--- src/addrgen_pkg.sv ---
`default_nettype none

package addrgen_pkg;

  // Vector memory operations handled by the address generator
  typedef enum logic [1:0] {
    VLE,
    VSE,
    VLSE,
    VSSE
  } mem_op_e;

  // Element width, encoded as log2 of the byte count
  typedef enum logic [1:0] {
    EW8  = 2'd0,
    EW16 = 2'd1,
    EW32 = 2'd2,
    EW64 = 2'd3
  } vew_e;

  localparam int unsigned AddrWidth = 32;
  typedef logic [AddrWidth-1:0] addr_t;

  localparam int unsigned VlWidth = 16;
  typedef logic [VlWidth-1:0] vl_t;

  // 4 KiB pages
  localparam int unsigned PageOffsetBits = 12;

  // AXI burst limits and field widths
  localparam int unsigned MaxBurstBeats = 256;

  localparam int unsigned AxiLenWidth = 8;
  typedef logic [AxiLenWidth-1:0] axi_len_t;

  localparam int unsigned AxiSizeWidth = 3;
  typedef logic [AxiSizeWidth-1:0] axi_size_t;

endpackage

`default_nettype wire

--- src/addrgen_req_if.sv ---
`timescale 1ns/100ps
`default_nettype none

interface addrgen_req_if import addrgen_pkg::*; (
  input wire logic clk_i
);

  addr_t addr;
  vl_t   len;
  addr_t stride;
  vew_e  vew;
  logic  is_load;
  logic  is_burst;
  logic  valid;
  logic  ready;

  modport front (output addr, len, stride, vew, is_load, is_burst, valid, input ready);
  modport split (input addr, len, stride, vew, is_load, is_burst, valid, output ready);

  // Request is held unchanged until the splitter has finished with it
  req_stable_a: assert property (@(posedge clk_i)
    valid && !ready |=> valid && $stable(addr) && $stable(len) && $stable(is_load));

endinterface

`default_nettype wire

--- src/addrgen_burst_splitter.sv ---
`timescale 1ns/100ps
`default_nettype none

module addrgen_burst_splitter import addrgen_pkg::*; #(
  parameter int unsigned AxiDataWidth = 64
) (
  input  wire logic     clk_i,
  input  wire logic     rst_ni,
  addrgen_req_if.split  req,
  output logic          ar_valid_o,
  output addr_t         ar_addr_o,
  output axi_len_t      ar_len_o,
  output axi_size_t     ar_size_o,
  output logic          aw_valid_o,
  output addr_t         aw_addr_o,
  output axi_len_t      aw_len_o,
  output axi_size_t     aw_size_o,
  input  wire logic     ar_ready_i,
  input  wire logic     aw_ready_i,
  input  wire logic     core_st_pending_i,
  output logic          push_o,
  output addr_t         push_addr_o,
  output axi_len_t      push_len_o,
  output axi_size_t     push_size_o,
  output logic          push_is_load_o,
  input  wire logic     q_full_i,
  input  wire logic     q_empty_i,
  input  wire logic     q_head_is_load_i
);

  localparam int unsigned BeatBytes = AxiDataWidth / 8;
  localparam int unsigned BeatLog   = $clog2(BeatBytes);
  localparam addr_t       BeatMask  = addr_t'(BeatBytes - 1);

  enum logic [1:0] {IDLE, SETUP, REQUESTING} state_q, state_d;

  addr_t cur_addr_q, cur_addr_d;
  vl_t   rem_len_q, rem_len_d;
  addr_t win_end_q, win_end_d;
  logic  hold_q;

  //////////////////////////////////////////////////////////////////////
  // Burst window
  //////////////////////////////////////////////////////////////////////

  // Last byte of a burst from addr within beat limit, data end and page end
  function automatic addr_t window_end(addr_t addr, vl_t len, vew_e vew);
    addr_t base;
    addr_t data_end;
    addr_t beat_end;
    addr_t page_end;
    addr_t win;
    base     = addr & ~BeatMask;
    data_end = (addr + (addr_t'(len) << vew) - addr_t'(1)) | BeatMask;
    beat_end = base + addr_t'(MaxBurstBeats * BeatBytes) - addr_t'(1);
    page_end = {base[AddrWidth-1:PageOffsetBits], {PageOffsetBits{1'b1}}};
    win      = beat_end;
    if (data_end < win) win = data_end;
    if (page_end < win) win = page_end;
    return win;
  endfunction

  addr_t     start_addr;
  addr_t     burst_span;
  addr_t     step_elems;
  addr_t     next_addr;
  vl_t       next_len;
  addr_t     issue_addr;
  axi_len_t  issue_len;
  axi_size_t issue_size;
  addr_t     issue_end;
  addr_t     calc_addr;
  vl_t       calc_len;
  logic      order_ok;
  logic      ax_valid;
  logic      ax_ready;
  logic      issue;

  // Current request and where the following one starts
  always_comb begin
    start_addr = cur_addr_q & ~BeatMask;
    burst_span = (win_end_q - start_addr) >> BeatLog;
    if (req.is_burst) begin
      issue_addr = start_addr;
      issue_len  = burst_span[AxiLenWidth-1:0];
      issue_size = axi_size_t'(BeatLog);
      step_elems = (win_end_q - cur_addr_q + addr_t'(1)) >> req.vew;
      next_addr  = win_end_q + addr_t'(1);
    end else begin
      // One element per request
      issue_addr = cur_addr_q;
      issue_len  = '0;
      issue_size = axi_size_t'(req.vew);
      step_elems = addr_t'(1);
      next_addr  = cur_addr_q + req.stride;
    end
    if (step_elems >= addr_t'(rem_len_q)) begin
      next_len = '0;
    end else begin
      next_len = rem_len_q - step_elems[VlWidth-1:0];
    end
  end

  assign issue_end = issue_addr + ((addr_t'(issue_len) + addr_t'(1)) << issue_size) - addr_t'(1);

  // One window calculator serves both SETUP and the step after each issue
  assign calc_addr = (state_q == SETUP) ? cur_addr_q : next_addr;
  assign calc_len  = (state_q == SETUP) ? rem_len_q : next_len;

  //////////////////////////////////////////////////////////////////////
  // Issue and ordering
  //////////////////////////////////////////////////////////////////////

  // Queue may only hold one kind of request at a time
  assign order_ok = q_empty_i || (q_head_is_load_i == req.is_load);

  // Once shown, a request stays valid until the slave takes it
  assign ax_valid = (state_q == REQUESTING) &&
                    (hold_q || (!q_full_i && !core_st_pending_i && order_ok));
  assign ax_ready = req.is_load ? ar_ready_i : aw_ready_i;
  assign issue    = ax_valid && ax_ready;

  assign ar_valid_o = ax_valid && req.is_load;
  assign ar_addr_o  = issue_addr;
  assign ar_len_o   = issue_len;
  assign ar_size_o  = issue_size;
  assign aw_valid_o = ax_valid && !req.is_load;
  assign aw_addr_o  = issue_addr;
  assign aw_len_o   = issue_len;
  assign aw_size_o  = issue_size;

  assign push_o         = issue;
  assign push_addr_o    = issue_addr;
  assign push_len_o     = issue_len;
  assign push_size_o    = issue_size;
  assign push_is_load_o = req.is_load;

  //////////////////////////////////////////////////////////////////////
  // State machine
  //////////////////////////////////////////////////////////////////////

  always_comb begin
    state_d    = state_q;
    cur_addr_d = cur_addr_q;
    rem_len_d  = rem_len_q;
    win_end_d  = win_end_q;
    req.ready  = 1'b0;
    case (state_q)
      IDLE: begin
        if (req.valid) begin
          cur_addr_d = req.addr;
          rem_len_d  = req.len;
          state_d    = SETUP;
        end
      end
      SETUP: begin
        // Empty vector needs no request
        if (rem_len_q == '0) begin
          req.ready = 1'b1;
          state_d   = IDLE;
        end else begin
          win_end_d = window_end(calc_addr, calc_len, req.vew);
          state_d   = REQUESTING;
        end
      end
      REQUESTING: begin
        if (issue) begin
          cur_addr_d = next_addr;
          rem_len_d  = next_len;
          win_end_d  = window_end(calc_addr, calc_len, req.vew);
          if (next_len == '0) begin
            req.ready = 1'b1;
            state_d   = IDLE;
          end
        end
      end
      default: state_d = IDLE;
    endcase
  end

  always_ff @(posedge clk_i or negedge rst_ni) begin
    if (!rst_ni) begin
      state_q <= IDLE;
      hold_q  <= 1'b0;
    end else begin
      state_q <= state_d;
      hold_q  <= ax_valid && !ax_ready;
    end
  end

  always_ff @(posedge clk_i) begin
    cur_addr_q <= cur_addr_d;
    rem_len_q  <= rem_len_d;
    win_end_q  <= win_end_d;
  end

  page_bound_a: assert property (@(posedge clk_i) disable iff (!rst_ni)
    push_o |-> issue_addr[AddrWidth-1:PageOffsetBits] == issue_end[AddrWidth-1:PageOffsetBits]);

  // Loads and stores never share the queue
  same_kind_a: assert property (@(posedge clk_i) disable iff (!rst_ni)
    push_o && !q_empty_i |-> push_is_load_o == q_head_is_load_i);

endmodule

`default_nettype wire

--- src/addrgen_frontend.sv ---
`timescale 1ns/100ps
`default_nettype none

module addrgen_frontend import addrgen_pkg::*; (
  input  wire logic    clk_i,
  input  wire logic    rst_ni,
  input  wire logic    req_valid_i,
  input  wire mem_op_e req_op_i,
  input  wire addr_t   req_addr_i,
  input  wire vl_t     req_vl_i,
  input  wire addr_t   req_stride_i,
  input  wire vew_e    req_vew_i,
  output logic         ack_o,
  output logic         error_o,
  addrgen_req_if.front req
);

  enum logic [1:0] {IDLE, CHECK, ISSUE} state_q, state_d;

  mem_op_e op_q;
  addr_t   addr_q;
  vl_t     vl_q;
  addr_t   stride_q;
  vew_e    vew_q;
  logic    done_q;
  logic    accept;
  logic    misaligned;

  // The instruction is still held during the ack cycle, so do not take it twice
  assign accept     = (state_q == IDLE) && req_valid_i && !done_q;
  assign misaligned = |(addr_q & ((addr_t'(1) << vew_q) - addr_t'(1)));

  always_comb begin
    state_d = state_q;
    case (state_q)
      IDLE:    if (accept) state_d = CHECK;
      CHECK:   state_d = misaligned ? IDLE : ISSUE;
      ISSUE:   if (req.ready) state_d = IDLE;
      default: state_d = IDLE;
    endcase
  end

  always_ff @(posedge clk_i or negedge rst_ni) begin
    if (!rst_ni) begin
      state_q <= IDLE;
      done_q  <= 1'b0;
    end else begin
      state_q <= state_d;
      done_q  <= req.valid && req.ready;
    end
  end

  always_ff @(posedge clk_i) begin
    if (accept) begin
      op_q     <= req_op_i;
      addr_q   <= req_addr_i;
      vl_q     <= req_vl_i;
      stride_q <= req_stride_i;
      vew_q    <= req_vew_i;
    end
  end

  // Misaligned starts are answered straight from CHECK
  assign ack_o   = ((state_q == CHECK) && misaligned) || done_q;
  assign error_o = (state_q == CHECK) && misaligned;

  assign req.addr     = addr_q;
  assign req.len      = vl_q;
  assign req.stride   = stride_q;
  assign req.vew      = vew_q;
  assign req.is_load  = op_q inside {VLE, VLSE};
  assign req.is_burst = op_q inside {VLE, VSE};
  assign req.valid    = ((state_q == CHECK) && !misaligned) || (state_q == ISSUE);

  ack_pulse_a: assert property (@(posedge clk_i) disable iff (!rst_ni) ack_o |=> !ack_o);

endmodule

`default_nettype wire

--- src/addrgen_lsu_queue.sv ---
`timescale 1ns/100ps
`default_nettype none

module addrgen_lsu_queue import addrgen_pkg::*; #(
  parameter int unsigned QueueDepth = 4
) (
  input  wire logic       clk_i,
  input  wire logic       rst_ni,
  input  wire logic       push_i,
  input  wire addr_t      push_addr_i,
  input  wire axi_len_t   push_len_i,
  input  wire axi_size_t  push_size_i,
  input  wire logic       push_is_load_i,
  input  wire logic       lsu_req_ready_i,
  output logic            lsu_req_valid_o,
  output addr_t           lsu_addr_o,
  output axi_len_t        lsu_len_o,
  output axi_size_t       lsu_size_o,
  output logic            lsu_is_load_o,
  output logic            full_o,
  output logic            empty_o,
  output logic            head_is_load_o
);

  localparam int unsigned PtrWidth = (QueueDepth > 1) ? $clog2(QueueDepth) : 1;
  localparam int unsigned CntWidth = $clog2(QueueDepth + 1);

  addr_t               addr_mem [QueueDepth];
  axi_len_t            len_mem  [QueueDepth];
  axi_size_t           size_mem [QueueDepth];
  logic                load_mem [QueueDepth];
  logic [PtrWidth-1:0] wr_ptr_q;
  logic [PtrWidth-1:0] rd_ptr_q;
  logic [CntWidth-1:0] count_q;
  logic                pop;

  // Pointer advance with wrap for depths that are not a power of two
  function automatic logic [PtrWidth-1:0] ptr_inc(logic [PtrWidth-1:0] ptr);
    return (ptr == PtrWidth'(QueueDepth - 1)) ? '0 : ptr + 1'b1;
  endfunction

  assign empty_o = (count_q == '0);
  assign full_o  = (count_q == CntWidth'(QueueDepth));
  assign pop     = lsu_req_valid_o && lsu_req_ready_i;

  always_ff @(posedge clk_i or negedge rst_ni) begin
    if (!rst_ni) begin
      wr_ptr_q <= '0;
      rd_ptr_q <= '0;
      count_q  <= '0;
    end else begin
      if (push_i) wr_ptr_q <= ptr_inc(wr_ptr_q);
      if (pop) rd_ptr_q <= ptr_inc(rd_ptr_q);
      count_q <= count_q + CntWidth'(push_i) - CntWidth'(pop);
    end
  end

  always_ff @(posedge clk_i) begin
    if (push_i) begin
      addr_mem[wr_ptr_q] <= push_addr_i;
      len_mem[wr_ptr_q]  <= push_len_i;
      size_mem[wr_ptr_q] <= push_size_i;
      load_mem[wr_ptr_q] <= push_is_load_i;
    end
  end

  // Oldest entry goes to the load/store units
  assign lsu_req_valid_o = !empty_o;
  assign lsu_addr_o      = addr_mem[rd_ptr_q];
  assign lsu_len_o       = len_mem[rd_ptr_q];
  assign lsu_size_o      = size_mem[rd_ptr_q];
  assign lsu_is_load_o   = load_mem[rd_ptr_q];
  assign head_is_load_o  = load_mem[rd_ptr_q];

  no_overflow_a: assert property (@(posedge clk_i) disable iff (!rst_ni) push_i |-> !full_o);

endmodule

`default_nettype wire

--- src/addrgen_top.sv ---
`timescale 1ns/100ps
`default_nettype none

module addrgen_top import addrgen_pkg::*; #(
  parameter int unsigned AxiDataWidth = 64,
  parameter int unsigned QueueDepth   = 4
) (
  input  wire logic      clk_i,
  input  wire logic      rst_ni,
  // Instruction port
  input  wire logic      req_valid_i,
  input  wire mem_op_e   req_op_i,
  input  wire addr_t     req_addr_i,
  input  wire vl_t       req_vl_i,
  input  wire addr_t     req_stride_i,
  input  wire vew_e      req_vew_i,
  output logic           ack_o,
  output logic           error_o,
  // AXI read address
  output logic           ar_valid_o,
  output addr_t          ar_addr_o,
  output axi_len_t       ar_len_o,
  output axi_size_t      ar_size_o,
  input  wire logic      ar_ready_i,
  // AXI write address
  output logic           aw_valid_o,
  output addr_t          aw_addr_o,
  output axi_len_t       aw_len_o,
  output axi_size_t      aw_size_o,
  input  wire logic      aw_ready_i,
  // Load/store units
  output logic           lsu_req_valid_o,
  output addr_t          lsu_addr_o,
  output axi_len_t       lsu_len_o,
  output axi_size_t      lsu_size_o,
  output logic           lsu_is_load_o,
  input  wire logic      lsu_req_ready_i,
  input  wire logic      core_st_pending_i
);

  logic      push;
  addr_t     push_addr;
  axi_len_t  push_len;
  axi_size_t push_size;
  logic      push_is_load;
  logic      q_full;
  logic      q_empty;
  logic      q_head_is_load;

  addrgen_req_if req_if (.clk_i(clk_i));

  addrgen_frontend u_frontend (
    .clk_i       (clk_i),
    .rst_ni      (rst_ni),
    .req_valid_i (req_valid_i),
    .req_op_i    (req_op_i),
    .req_addr_i  (req_addr_i),
    .req_vl_i    (req_vl_i),
    .req_stride_i(req_stride_i),
    .req_vew_i   (req_vew_i),
    .ack_o       (ack_o),
    .error_o     (error_o),
    .req         (req_if.front)
  );

  addrgen_burst_splitter #(
    .AxiDataWidth(AxiDataWidth)
  ) u_splitter (
    .clk_i            (clk_i),
    .rst_ni           (rst_ni),
    .req              (req_if.split),
    .ar_valid_o       (ar_valid_o),
    .ar_addr_o        (ar_addr_o),
    .ar_len_o         (ar_len_o),
    .ar_size_o        (ar_size_o),
    .aw_valid_o       (aw_valid_o),
    .aw_addr_o        (aw_addr_o),
    .aw_len_o         (aw_len_o),
    .aw_size_o        (aw_size_o),
    .ar_ready_i       (ar_ready_i),
    .aw_ready_i       (aw_ready_i),
    .core_st_pending_i(core_st_pending_i),
    .push_o           (push),
    .push_addr_o      (push_addr),
    .push_len_o       (push_len),
    .push_size_o      (push_size),
    .push_is_load_o   (push_is_load),
    .q_full_i         (q_full),
    .q_empty_i        (q_empty),
    .q_head_is_load_i (q_head_is_load)
  );

  addrgen_lsu_queue #(
    .QueueDepth(QueueDepth)
  ) u_lsu_queue (
    .clk_i          (clk_i),
    .rst_ni         (rst_ni),
    .push_i         (push),
    .push_addr_i    (push_addr),
    .push_len_i     (push_len),
    .push_size_i    (push_size),
    .push_is_load_i (push_is_load),
    .lsu_req_ready_i(lsu_req_ready_i),
    .lsu_req_valid_o(lsu_req_valid_o),
    .lsu_addr_o     (lsu_addr_o),
    .lsu_len_o      (lsu_len_o),
    .lsu_size_o     (lsu_size_o),
    .lsu_is_load_o  (lsu_is_load_o),
    .full_o         (q_full),
    .empty_o        (q_empty),
    .head_is_load_o (q_head_is_load)
  );

endmodule

`default_nettype wire

--- config.mk ---
export PLATFORM = sky130hd
export DESIGN_NAME = addrgen_top
export DESIGN_NICKNAME = d
export VERILOG_FILES = /design/src/addrgen_pkg.sv /design/src/addrgen_req_if.sv /design/src/addrgen_burst_splitter.sv /design/src/addrgen_frontend.sv /design/src/addrgen_lsu_queue.sv /design/src/addrgen_top.sv
export SDC_FILE = /design/constraint.sdc
export NUM_CORES = 1
export LEC_CHECK = 0
export BUFFER_PORTS_ARGS = -buffer_cell sky130_fd_sc_hd__buf_4
export CAP_MARGIN = 20
export CORE_UTILIZATION = 55
export DETAILED_ROUTE_END_ITERATION = 10
export PLACE_DENSITY = 0.81
export SYNTH_ARGS = -nofsm -noshare
export SYNTH_HDL_FRONTEND = slang
export SYNTH_SLANG_ARGS = --single-unit
export TNS_END_PERCENT = 5
--- constraint.sdc ---
create_clock -name clk_i -period 41 [get_ports clk_i]
set_clock_uncertainty 0.1 [all_clocks]
set_input_delay 2.05 -clock clk_i [delete_from_list [all_inputs] [get_ports clk_i]]
set_output_delay 2.05 -clock clk_i [all_outputs]
set_load 0.005 [all_outputs]
# [After elaboration in Yosys (flattened, before gate mapping)]
# Memory sizes are Yosys's and may differ from the RTL's.
# Index checks and enable logic that the tools add are counted.
[classes] n_mux=42 n_lt_le_gt_ge=4 n_eq_ne=16 n_shift=3 n_reduce_logical=39 n_bitwise=1 add_sub_neg=15
[ops] cell="32-bit 2-to-1 mux" count=14
[ops] cell="32-bit case mux with 2 select lines" count=2
[ops] cell="32-bit less-than comparator" count=3
[ops] cell="32-bit by 1-bit subtractor with 32-bit output, second input constant" count=3
[ops] cell="32-bit by 1-bit adder with 32-bit output, second input constant" count=2
[ops] cell="32-bit adder" count=2
[ops] cell="16-bit 2-to-1 mux" count=4
[ops] cell="32-bit by 12-bit adder with 32-bit output, second input constant" count=1
[ops] cell="32-bit AND" count=1
[ops] cell="32-bit by 16-bit greater-or-equal comparator with 1-bit output" count=1
[ops] cell="16-bit zero test" count=2
[ops] cell="16-bit case mux with 2 select lines" count=1
[ops] cell="32-bit OR reduction" count=1
[ops] cell="1-bit by 2-bit << shifter with 32-bit output, first input constant" count=1
[ops] cell="16-bit by 2-bit << shifter with 32-bit output" count=1
[ops] cell="32-bit by 2-bit right shift with 32-bit output" count=1
[ops] cell="32-bit subtractor" count=1
[ops] cell="2-bit 2-to-1 mux" count=10
[ops] cell="16-bit subtractor" count=1
[ops] cell="1-bit logical AND" count=13
[ops] cell="2-bit case mux with 3 select lines" count=2
[ops] cell="11-bit subtractor" count=1
[ops] cell="2-bit == test, second input constant" count=5
[ops] cell="3-bit AND reduction" count=3
[ops] cell="other kinds (18)" count=44
[word_totals] output_inout_bits=135 reg_bits=177 memories=4 ram_bits=172
[mem_list] memory="u_lsu_queue.addr_mem" depth=4 width=32 rd=1 rd_ports_with_merged_regs=0 wr=1 line_no="addrgen_lsu_queue.sv:28" rtl="addr_t addr_mem [QueueDepth];"
[mem_list] memory="u_lsu_queue.len_mem" depth=4 width=8 rd=1 rd_ports_with_merged_regs=0 wr=1 line_no="addrgen_lsu_queue.sv:29" rtl="axi_len_t len_mem [QueueDepth];"
[mem_list] memory="u_lsu_queue.size_mem" depth=4 width=2 rd=1 rd_ports_with_merged_regs=0 wr=1 line_no="addrgen_lsu_queue.sv:30" rtl="axi_size_t size_mem [QueueDepth];"
[mem_list] memory="u_lsu_queue.load_mem" depth=4 width=1 rd=1 rd_ports_with_merged_regs=0 wr=1 line_no="addrgen_lsu_queue.sv:31" rtl="logic load_mem [QueueDepth];"

# [Longest topological paths before layout]
# Gate-level depths: netlist (run 1).
[logic_depth] ltp_word=18 mapped_depth=80 depth_no_buf=76

# [Cells and area by module]
# A second synthesis (run 1) with hierarchy kept.
[hier_totals] cells_unflattened=2422 area_unflattened_um2=25341.8
[by_module_without_submodules] mod="addrgen_burst_splitter" cells_per_inst=2033 instances=1 area_per_inst_um2=15687.5 seq_area_each_um2=2387.3
[by_module_without_submodules] mod="addrgen_lsu_queue" cells_per_inst=270 instances=1 area_per_inst_um2=6847.8 seq_area_each_um2=5460.2
[by_module_without_submodules] mod="addrgen_frontend" cells_per_inst=119 instances=1 area_per_inst_um2=2806.4 seq_area_each_um2=2597.5

# [Least setup slack after synthesis (run 1)]
# Ideal clock, no wire load.
[synth_timing] kind="register to register" startpoint="reg u_splitter.cur_addr_q[3]" endpoint="reg u_splitter.win_end_q[29], data pin" arrival_time_ns=14.050 slack_ns=26.589 stages_incl_launch_ff=77 t_required_ns=40.639 period_less_slack_ns=14.411 cell_sequence="edfxtp_1 -> inv_1 -> ha_1 -> ha_1 -> nor2b_1 -> o311ai_2 -> nand2_1 -> a21oi_1 -> nor2_1 -> a311oi_1 -> o21ai_0 -> xor2_1 -> mux2_2 -> nor2_1 -> a21oi_1 -> nand2_1 -> inv_1 -> ha_1 -> (+41 left out) -> nand3_2 -> clkbuf_1 -> a21oi_1 -> ha_1 -> a21o_1 -> a21oi_1 -> nor2b_1 -> o21ai_0 -> nand2b_1 -> a21oi_1 -> nor2b_1 -> o21ai_0 -> nand2b_1 -> a2111oi_0 -> nand3_1 -> o31ai_4 -> nor3_1 -> a311o_1"
[synth_via] elab_chain_cells=18
[synth_lines] item="from (decl)" line_no="addrgen_burst_splitter.sv:37" rtl="addr_t cur_addr_q, cur_addr_d;"
[synth_lines] item="from (signal assigned)" line_no="addrgen_burst_splitter.sv:192" rtl="cur_addr_q <= cur_addr_d;"
[synth_lines] item="32-bit subtractor" line_no="addrgen_burst_splitter.sv:87" rtl="step_elems = (win_end_q - cur_addr_q + addr_t'(1)) >> req.vew;"
[synth_lines] item="32-bit by 1-bit adder with 32-bit output" line_no="addrgen_burst_splitter.sv:87"
[synth_lines] item="32-bit by 2-bit right shift with 32-bit output" line_no="addrgen_burst_splitter.sv:87"
[synth_lines] item="32-bit 2-to-1 mux" line_no="addrgen_burst_splitter.sv:83" rtl="if (req.is_burst) begin"
[synth_lines] item="32-bit by 16-bit greater-or-equal comparator with 1-bit output or 16-bit subtractor (tied branches)" line_no="addrgen_burst_splitter.sv:97, addrgen_burst_splitter.sv:100"
[synth_lines] item="16-bit 2-to-1 mux" line_no="addrgen_burst_splitter.sv:97" rtl="if (step_elems >= addr_t'(rem_len_q)) begin"
[synth_lines] item="16-bit 2-to-1 mux" line_no="addrgen_burst_splitter.sv:108" rtl="assign calc_len = (state_q == SETUP) ? rem_len_q : next_len;"
[synth_lines] item="16-bit by 2-bit << shifter with 32-bit output" line_no="addrgen_burst_splitter.sv:54" rtl="data_end = (addr + (addr_t'(len) << vew) - addr_t'(1)) | BeatMask;"
[synth_lines] item="(+3 left out)"
[synth_lines] item="32-bit 2-to-1 mux" line_no="addrgen_burst_splitter.sv:58" rtl="if (data_end < win) win = data_end;"
[synth_lines] item="32-bit 2-to-1 mux (on tied branches)" line_no="addrgen_burst_splitter.sv:167, addrgen_burst_splitter.sv:158"
[synth_lines] item="32-bit 2-to-1 mux" line_no="addrgen_burst_splitter.sv:148" rtl="case (state_q)"
[synth_lines] item="32-bit less-than comparator" line_no="addrgen_burst_splitter.sv:59" rtl="if (page_end < win) win = page_end;"
[synth_lines] item="32-bit 2-to-1 mux" line_no="addrgen_burst_splitter.sv:59"
[synth_lines] item="32-bit 2-to-1 mux (on tied branches)" line_no="addrgen_burst_splitter.sv:167, addrgen_burst_splitter.sv:158"
[synth_lines] item="32-bit case mux with 2 select lines (*)" line_no="addrgen_burst_splitter.sv:148"
[synth_lines] item="via u_splitter.win_end_d[29]" line_no="addrgen_burst_splitter.sv:39" rtl="addr_t win_end_q, win_end_d;"
[synth_lines] item="to (signal assigned)" line_no="addrgen_burst_splitter.sv:194" rtl="win_end_q <= win_end_d;"
[synth_lines] item="to (decl)" line_no="addrgen_burst_splitter.sv:39"
# The timed path passes the listed nets; every way through them passes the cells marked *. The select of a mux whose other input is x is not followed.
# A chain may end at the register's enable or synchronous reset.

# [Final worst setup path (run 1)]
# Same ends and word-level chain as after synthesis.

==> results.ini, run 1 <==
[yosys]
yosys.area.top_type = edfxtp_1
syn-instance-count = 2439
synth_seq_cells = 346
synth_cell_types = 102
synth.yosys.seq_area_share_pct = 41.1
async_reset_ff_share_pct = 3.76
synth_top_area_share_pct = 39.8
avgSynthCellArea_um2 = 10.3
ys_warn_count = 0
synth_area_leaders = edfxtp_1, ha_1, mux4_2
synth_edf_count = 333
netlist_area_mm2 = 0.0251
ys.flop_type = edfxtp_1

[placement]
hpwl_um = 54200
postPlaceCellArea_mm2 = 0.0269
io_buffers = 222
gp_congestion = 0.974

[floorplan]
rows = 77
core_area_mm2 = 0.0446
die_area_mm2 = 0.0466
die_h_um = 216
ios = 226
start_util_pct = 56.3
fp.dieW_um = 216

[timing]
worst_pin_slew_ns = 1.06
slew_viol_final = 0
rsz0062_at_grt = no
hold_viol_final = 0
max_freq_ghz = 0.0578
tns_ns = 0
slew_headroom_pct = 27.1
min_period_over_period_pct = 42.2
post-route-min-period_ns = 17.29
setup_violations = 0

[clocking]
clockBufferDepth = 3
clk_latency_ns = 0.56
post_cts_buffers = 0
cts-root-buf = clkbuf_16
cts_tree = done
cts_sinks = 346
ctsResizeCount = 0
cts_max_level = 2
path_clk_slew_ns = 0.06
numCtsBuffers = 37
ctsHoldBuffers = 0

[worst_setup_path]
worstPathArrival_ns = 17.48
reg2reg_to = u_splitter.win_end_q[29]
worstPathRequired_ns = 41.19
crit_top_cell = a21oi_1
critPathLaunchType = register
cp_num_buf_inv = 4
reg2reg_slack_ns = 23.71
crit_type = register to register
cpPeakStageDelay_ns = 0.72
r2r-start = u_splitter.cur_addr_q[3]
cp_top_family = compound AO/OA/AOI/OAI gates
cp-end-kind = register
slowest_stage = o31ai_4
crit_fanout = 45
worst-r2r-cell-count = 74

[finish]
fillers = 3492
final_nets = 2908
mostFrequentLayoutCells = edfxtp_1, buf_4, ha_1
diodes = 0
area_growth_pct = 11.9
final_common_cell = edfxtp_1
drive_above_1_share_pct = 17.3
final_cell_area_mm2 = 0.0281

[drt]
num_vias = 19900
antenna_left = 0
vias_per_cell = 6.25
drt_wl_total_um = 72500
drt_pass1_iterations = 6
wl_per_cell_um = 22.7
drt_iter0_drc = 2068
drc_errors = 0

[global_route]
grt_pass1_vias = 19500
grt_use_total_pct = 30.8
grt_pass1_wl_um = 112000
grt_max_degree = 63
grt-ovfl-total = 0
antenna_found_initial = 0

[hold_path]
hold_path_depth = 1
worstHoldStart = u_lsu_queue.count_q[2]
min_to = u_lsu_queue.count_q[2]
hold_path_class = register to register

[outcome]
status = completed

[flow_run]
cap_violations = 0

==> flip-flops by register name, summed over array words and instances (netlist names), 3 cells and up <==
register / cells
u_lsu_queue.addr_mem: 128
u_frontend.req.addr: 32
u_frontend.req.stride: 32
u_lsu_queue.len_mem: 32
u_splitter.cur_addr_q: 32
u_splitter.win_end_q: 29
u_frontend.req.len: 16
u_splitter.rem_len_q: 16
u_lsu_queue.size_mem: 8
u_lsu_queue.load_mem: 4
u_lsu_queue.count_q: 3
==> worst max-delay path by stage <==
stage                     depth (start not counted)                      from                  endpoint
after floorplan                                  76  u_splitter.cur_addr_q[3]  u_splitter.win_end_q[29]
after global placement                           74  u_splitter.cur_addr_q[3]  u_splitter.win_end_q[29]
after detailed placement                         74  u_splitter.cur_addr_q[3]  u_splitter.win_end_q[29]
after CTS                                        74  u_splitter.cur_addr_q[3]  u_splitter.win_end_q[29]
after global routing                             74  u_splitter.cur_addr_q[3]  u_splitter.win_end_q[29]
final                                            74  u_splitter.cur_addr_q[3]  u_splitter.win_end_q[29]
==> cell usage after synthesis, types with 13 or more instances <==
master,n
buf_1,13
xor2_1,54
mux2_2,41
a21oi_1,144
o211ai_1,19
o21a_1,15
nand2b_1,19
and3_1,24
nand4_1,33
edfxtp_1,333
and2_1,15
inv_1,200
o31ai_1,16
nor2_1,189
mux4_2,43
clkbuf_1,57
a21o_1,60
mux2i_1,34
nor2b_1,16
o21ai_0,123
xnor2_1,81
nand3_1,52
or2_2,17
or3_1,22
nor4_1,15
a211oi_1,18
buf_4,76
a31oi_1,17
o21ai_1,14
ha_1,240
nand2_1,178
dfrtp_1,13
nor3_1,45
==> routing by layer <==
| metal | vias up | GRT usage [%] | routed length (um) | part of all wire (%) |
|---|---|---|---|---|
| met2 | 918 | 50.1 | 33800 | 47 |
| li1 | 9161 | - | - | - |
| met5 | - | 0 | 0 | 0 |
| met3 | 126 | 4.45 | 5590 | 7.7 |
| met1 | 9715 | 43.4 | 31400 | 43 |
| met4 | 0 | 7.66 | 1670 | 2.3 |
==> metrics by stage <==
step / hold slack (ns) / worst slack (ns) / utilization (%) / cells
after floorplan: 0.325 / 26.59 / - / 2441
after CTS: 0.373 / 23.90 / 63.0 / 3188
after global routing: 0.389 / 22.22 / 63.0 / 3188
after global placement: 0.358 / 24.48 / 60.3 / 3121
after detailed placement: 0.360 / 23.98 / 60.3 / 3122
final: 0.373 / 23.71 / 63.0 / 3188
==> cell families (layout without fill, tap and decap cells) <==
logic type / after synthesis / after routing / share of synthesized area [%]
fa+ha+maj: 248 / 248 / 12.6
simple gates: 662 / 662 / 12.7
flops: 346 / 346 / 41.1
other cells: 1 / 3 / 0.0149
mux: 120 / 120 / 7.13
compound gates: 568 / 568 / 15.2
buf+inv: 358 / 513 / 6.55
xor+xnor: 136 / 136 / 4.77
==> cell type report <==
class	instances	area (um^2)	area share [%]
timing repair buffer	244	1830	6.51
clock buffer	43	968	3.44
tap	592	741	2.63
multi-input combinational	1737	13200	47.0
clock inverter	23	270	0.961
inverter	203	762	2.71
sequential	346	10300	36.7
==> worst register-to-register path: cells and delay by family, from the launching register on <==
family | cells | cell delay, ns
flops | 1 | 0.53
fa+ha+maj | 7 | 2.23
xor+xnor | 2 | 0.42
simple gates | 19 | 3.63
mux | 2 | 0.46
buf+inv | 4 | 0.32
compound gates | 40 | 9.36
Power of run 1 is not shown: default switching activity piles up to over one toggle a cycle in this logic, so the estimate is an artifact.
==> run 2: changes to the inputs <==
- ABC_AREA: not set -> 1
- clock period: 41 -> 17.1 ns (I/O delays scaled with it)
==> results.ini, run 2 <==
[yosys]
async_reset_ff_share_pct = 3.76
synth_area_leaders = edfxtp_1, ha_1, nand2_1
synth_cell_types = 56
synth_seq_cells = 346
netlist_area_mm2 = 0.0251
synthTopCellsByCount = nand2_1, inv_1, edfxtp_1, o21ai_0, nor2_1
synth_edf_count = 333
synth.yosys.seq_area_share_pct = 41.1
avgSynthCellArea_um2 = 8.12
yosys.area.top_type = edfxtp_1
ys.flop_type = edfxtp_1
synthMostInstantiatedCell = nand2_1
ys_warn_count = 0
synth_top_area_share_pct = 39.8
syn-instance-count = 3093

[clocking]
cts_tree = done
ctsHoldBuffers = 0
clk_latency_ns = 0.55
ctsResizeCount = 0
cts_max_level = 2
clockBufferDepth = 3
cts_sinks = 346
path_clk_slew_ns = 0.07
cts-root-buf = clkbuf_16
numCtsBuffers = 36
post_cts_buffers = 0

[placement]
post-place-cells = 3782
hpwl_um = 54800
gp_congestion = 0.973
io_buffers = 222

[timing]
tns_ns = 0
setup_violations = 0
whs_ns = 0.0456
slew_viol_final = 0
slew_headroom_pct = 30.8
rsz0062_at_grt = no
min_period_over_period_pct = 73.1
worst_pin_slew_ns = 1.04
hold_viol_final = 0
max_freq_ghz = 0.0800
post-route-min-period_ns = 12.51

[drt]
wl_per_cell_um = 18.8
antenna_left = 0
drt-met1-wl_um = 31200
num_vias = 22100
routed.top_layer = met4
drt_wl_total_um = 72200
wl_met2_um = 32800
drt_pass1_iterations = 6
route.met3.wl_um = 6210
drc_errors = 0
vias_per_cell = 5.74
drt_iter0_drc = 2308

[worst_setup_path]
reg2reg_slack_ns = 4.59
r2r-start = u_splitter.cur_addr_q[3]
cp-end-kind = register
slowest_stage = edfxtp_1
crit_top_cell = nand2_1
cp.depth = 63
worstPathRequired_ns = 17.28
cpPeakStageDelay_ns = 0.61
crit_type = register to register
reg2reg_to = u_splitter.win_end_q[6]
critPathLaunchType = register
worstPathArrival_ns = 12.69
cp_num_buf_inv = 6
crit_fanout = 49
cp_top_family = simple AND/OR/NAND/NOR gates
worst-r2r-cell-count = 63

[floorplan]
start_util_pct = 56.3
core_area_mm2 = 0.0446
rows = 77
ios = 226
fp.dieW_um = 216
die_h_um = 216
die_area_mm2 = 0.0465

[finish]
drive_above_1_share_pct = 11.3
largest-register = u_lsu_queue.addr_mem
final_nets = 3567
fillers = 3779
final_cell_count_no_fill = 3846
mostFrequentLayoutCells = nand2_1, inv_1, edfxtp_1
fin_util_pct = 63.2
area_growth_pct = 12.2
largest_reg_flops = 128
final_common_cell = nand2_1
multi_input_area_mm2 = 0.0124
diodes = 0
regArea_mm2 = 0.0103

[global_route]
grt_use_total_pct = 30.8
grt_pass1_vias = 20900
grt-ovfl-total = 0
grt_pass1_wl_um = 113000
grt_max_degree = 96
antenna_found_initial = 0

[outcome]
status = completed

[hold_path]
hold_path_class = primary input to asynchronous set/reset pin

[flow_run]
cap_violations = 0

[run 2: cell count changes after synthesis, sizes merged, moves of 43 or more]
cell / before / now
xnor2: 81 / 19
o21ai: 141 / 331
nor2: 189 / 260
nand3: 54 / 129
mux4: 43 / 0
mux2: 43 / 0
nand2: 178 / 717
inv: 202 / 415
a21o: 60 / 4
[run 2: layout make-up]
cell class / instances / area share, %
timing repair buffer: 254 / 6.77
multi-input combinational: 2174 / 44.0
clock buffer: 39 / 3.24
inverter: 416 / 5.54
sequential: 346 / 36.6
clock inverter: 25 / 1.23
tap: 592 / 2.63
[run 2: how the worst max path moves through the flow]
stage,endpoint,slack (ns),from
floorplan,u_splitter.win_end_q[30],7.04,u_splitter.cur_addr_q[6]
global placement,u_splitter.win_end_q[5],5.05,u_splitter.cur_addr_q[3]
detailed placement,u_splitter.win_end_q[6],4.77,u_splitter.cur_addr_q[3]
CTS,u_splitter.win_end_q[6],4.74,u_splitter.cur_addr_q[3]
global route,u_splitter.win_end_q[6],3.36,u_splitter.cur_addr_q[6]
finish,u_splitter.win_end_q[6],4.59,u_splitter.cur_addr_q[3]
[run 2: metal layers]
metal	vias to the layer above	GRT usage, %
met1	10300	42.8
met3	143	4.64
li1	10600	-
met4	0	9.76
met5	-	0
met2	1059	49.3
[run 2: cell families (layout without fill, tap and decap cells)]
logic type | Yosys count | in the layout | share of synthesized area [%]
DFF | 346 | 346 | 41.1
muxes | 8 | 8 | 0.319
xor gates and xnor gates | 86 | 86 | 3.00
adders and majority gates | 248 | 248 | 12.6
other | 1 | 3 | 0.0149
and+or+nand+nor | 1216 | 1216 | 20.0
AOI/OAI and AO/OA | 613 | 613 | 13.2
buffers and inverters | 575 | 734 | 9.82
[run 2: per-stage QoR]
stage | area, um^2 | worst slack [ns]
6_report | 28200 | 4.59
5_1_grt | 28200 | 3.36
4_1_cts | 28200 | 4.74
3_5_place_dp | 26900 | 4.77
3_3_place_gp | 26900 | 5.05
2_1_floorplan | 25100 | 7.04
[run 2: worst register-to-register path: cells and delay by family, from the launching register on]
kind	cells	cell delay, ns
buffers and inverters	6	1.08
adder cells (fa/ha/maj)	7	2.25
XOR/XNOR	2	0.49
AND/OR/NAND/NOR	34	4.98
AO/OA/AOI/OAI	14	2.73
flip-flops	1	0.61
Power of run 2 is left out for the same reason.
==> run 3: changes to the inputs <==
- PLACE_DENSITY: 0.81 -> 0.84
- clock period: 17.1 -> 11 ns (I/O delays scaled with it)
==> results.ini, run 3 (synthesis gave the netlist of run 2 again) <==
[outcome]
status = completed

[worst_setup_path]
cp_num_buf_inv = 14
worstPathArrival_ns = 10.95
worstPathRequired_ns = 11.33
crit_fanout = 20
cp_top_family = compound AO/OA/AOI/OAI gates
crit_type = register to register
critPathLaunchType = register
crit_top_cell = nand2_1
slowest_stage = fa_2
cp-end-kind = register
cpPeakStageDelay_ns = 0.60

[clocking]
clk_latency_ns = 0.56
cts_max_level = 2
clockBufferDepth = 3
path_clk_slew_ns = 0.06
cts_sinks = 346
cts_tree = done
numCtsBuffers = 37
cts-root-buf = clkbuf_16

[global_route]
grt_max_degree = 95
grt-ovfl-total = 0
antenna_found_initial = 0
grt_use_total_pct = 29.0
grt_pass1_wl_um = 107000
grt_pass1_vias = 20400

[placement]
gp_congestion = 0.999
postPlaceCellArea_mm2 = 0.0272
io_buffers = 222
hpwl_um = 52000

[finish]
diodes = 0
fillers = 3612
final_cell_area_mm2 = 0.0293
area_growth_pct = 16.6
multi_input_area_mm2 = 0.0130
largest_reg_flops = 128
largest-register = u_lsu_queue.addr_mem
final_nets = 3644
regArea_mm2 = 0.0103
drive_above_1_share_pct = 16.3
mostFrequentLayoutCells = nand2_1, inv_1, edfxtp_1
final_common_cell = nand2_1

[timing]
max_freq_ghz = 0.0941
post-route-min-period_ns = 10.62
hold_viol_final = 0
min_period_over_period_pct = 96.6
tns_ns = 0
worst_pin_slew_ns = 1.21
setup_violations = 0
slew_viol_final = 0
slew_headroom_pct = 18.2

[drt]
vias_per_cell = 5.70
drc_errors = 0
drt_iter0_drc = 2466
drt_wl_total_um = 70300
drt_pass1_iterations = 8
antenna_left = 0
wl_per_cell_um = 17.9
num_vias = 22400

[floorplan]
ios = 226
die_h_um = 216
die_area_mm2 = 0.0465
rows = 77
core_area_mm2 = 0.0446
fp.dieW_um = 216
start_util_pct = 56.3

[flow_run]
cap_violations = 0

[hold_path]
hold_path_class = primary input to register

==> run 3: cell count changes in the layout (fill, tap and decap cells not counted), moves of 7 or more <==
cell / previous run / this run
o21ai_2: 4 / 24
nor3_2: 1 / 11
ha_4: 0 / 10
bufinv_16: 8 / 1
nand2_1: 708 / 698
a21oi_1: 168 / 149
o21ai_0: 307 / 265
a21oi_2: 1 / 20
o21ai_1: 20 / 42
nor3_1: 41 / 31
buf_4: 254 / 320
nand2_2: 9 / 17
ha_1: 239 / 225
==> run 3: path summary, 6_finish.rpt <==
check / from / end / slack (ns) / depth (start not counted)
max: u_splitter.cur_addr_q[6] / u_splitter.win_end_q[25] / 0.38 / 67
min: req_addr_i[11] / u_frontend.req.addr[11] / 0.06 / 1
max reg2reg: u_splitter.cur_addr_q[6] / u_splitter.win_end_q[25] / 0.38 / 67
min reg2reg: u_frontend.state_q[1] / u_frontend.state_q[0] / 0.37 / 1
max in group asynchronous: rst_ni / u_splitter.state_q[1] / 10.32 / 2
min in group asynchronous: rst_ni / u_splitter.hold_q / 0.28 / 2
==> run 3: final cells by class <==
| cell class | count | share of cell area, % |
|---|---|---|
| clock buffers | 46 | 3.42 |
| clock inverters | 20 | 0.491 |
| inverters | 416 | 5.35 |
| multi-input cells | 2175 | 44.2 |
| flip-flops and latches | 346 | 35.3 |
| well taps | 592 | 2.53 |
| repair buffers | 329 | 8.70 |
==> run 3: layer usage <==
layer	share of wire, %	GRT usage [%]	vias to the layer above
met1	41	39.6	10300
met4	3.3	9.50	0
li1	-	-	10700
met3	10	4.98	179
met2	46	46.8	1131
met5	0	0	-
==> run 3: timing repair <==
| item | 4_1_cts | 5_1_grt |
|---|---|---|
| hold buffers | 1 | 0 |
| endpoints found under the hold margin | 13 | 0 |
| gates resized for setup | 6 | 160 |
| buffers inserted | 0 | 31 |
| setup endpoints to repair | 24 | 29 |
| gates cloned | 1 | 2 |
| pin swaps | 2 | 43 |
==> run 3: metrics by stage <==
stage	utilization, %	hold slack (ns)	worst slack [ns]	std cells
floorplan	-	0.154	0.936	3095
CTS	63.7	0.0429	0.00306	3891
global placement	61.1	0.312	0.0215	3823
finish	65.6	0.0581	0.377	3924
detailed placement	61.1	0.314	-0.0398	3823
global route	65.6	0.0517	-0.283	3924
Power of run 3 is left out for the same reason.
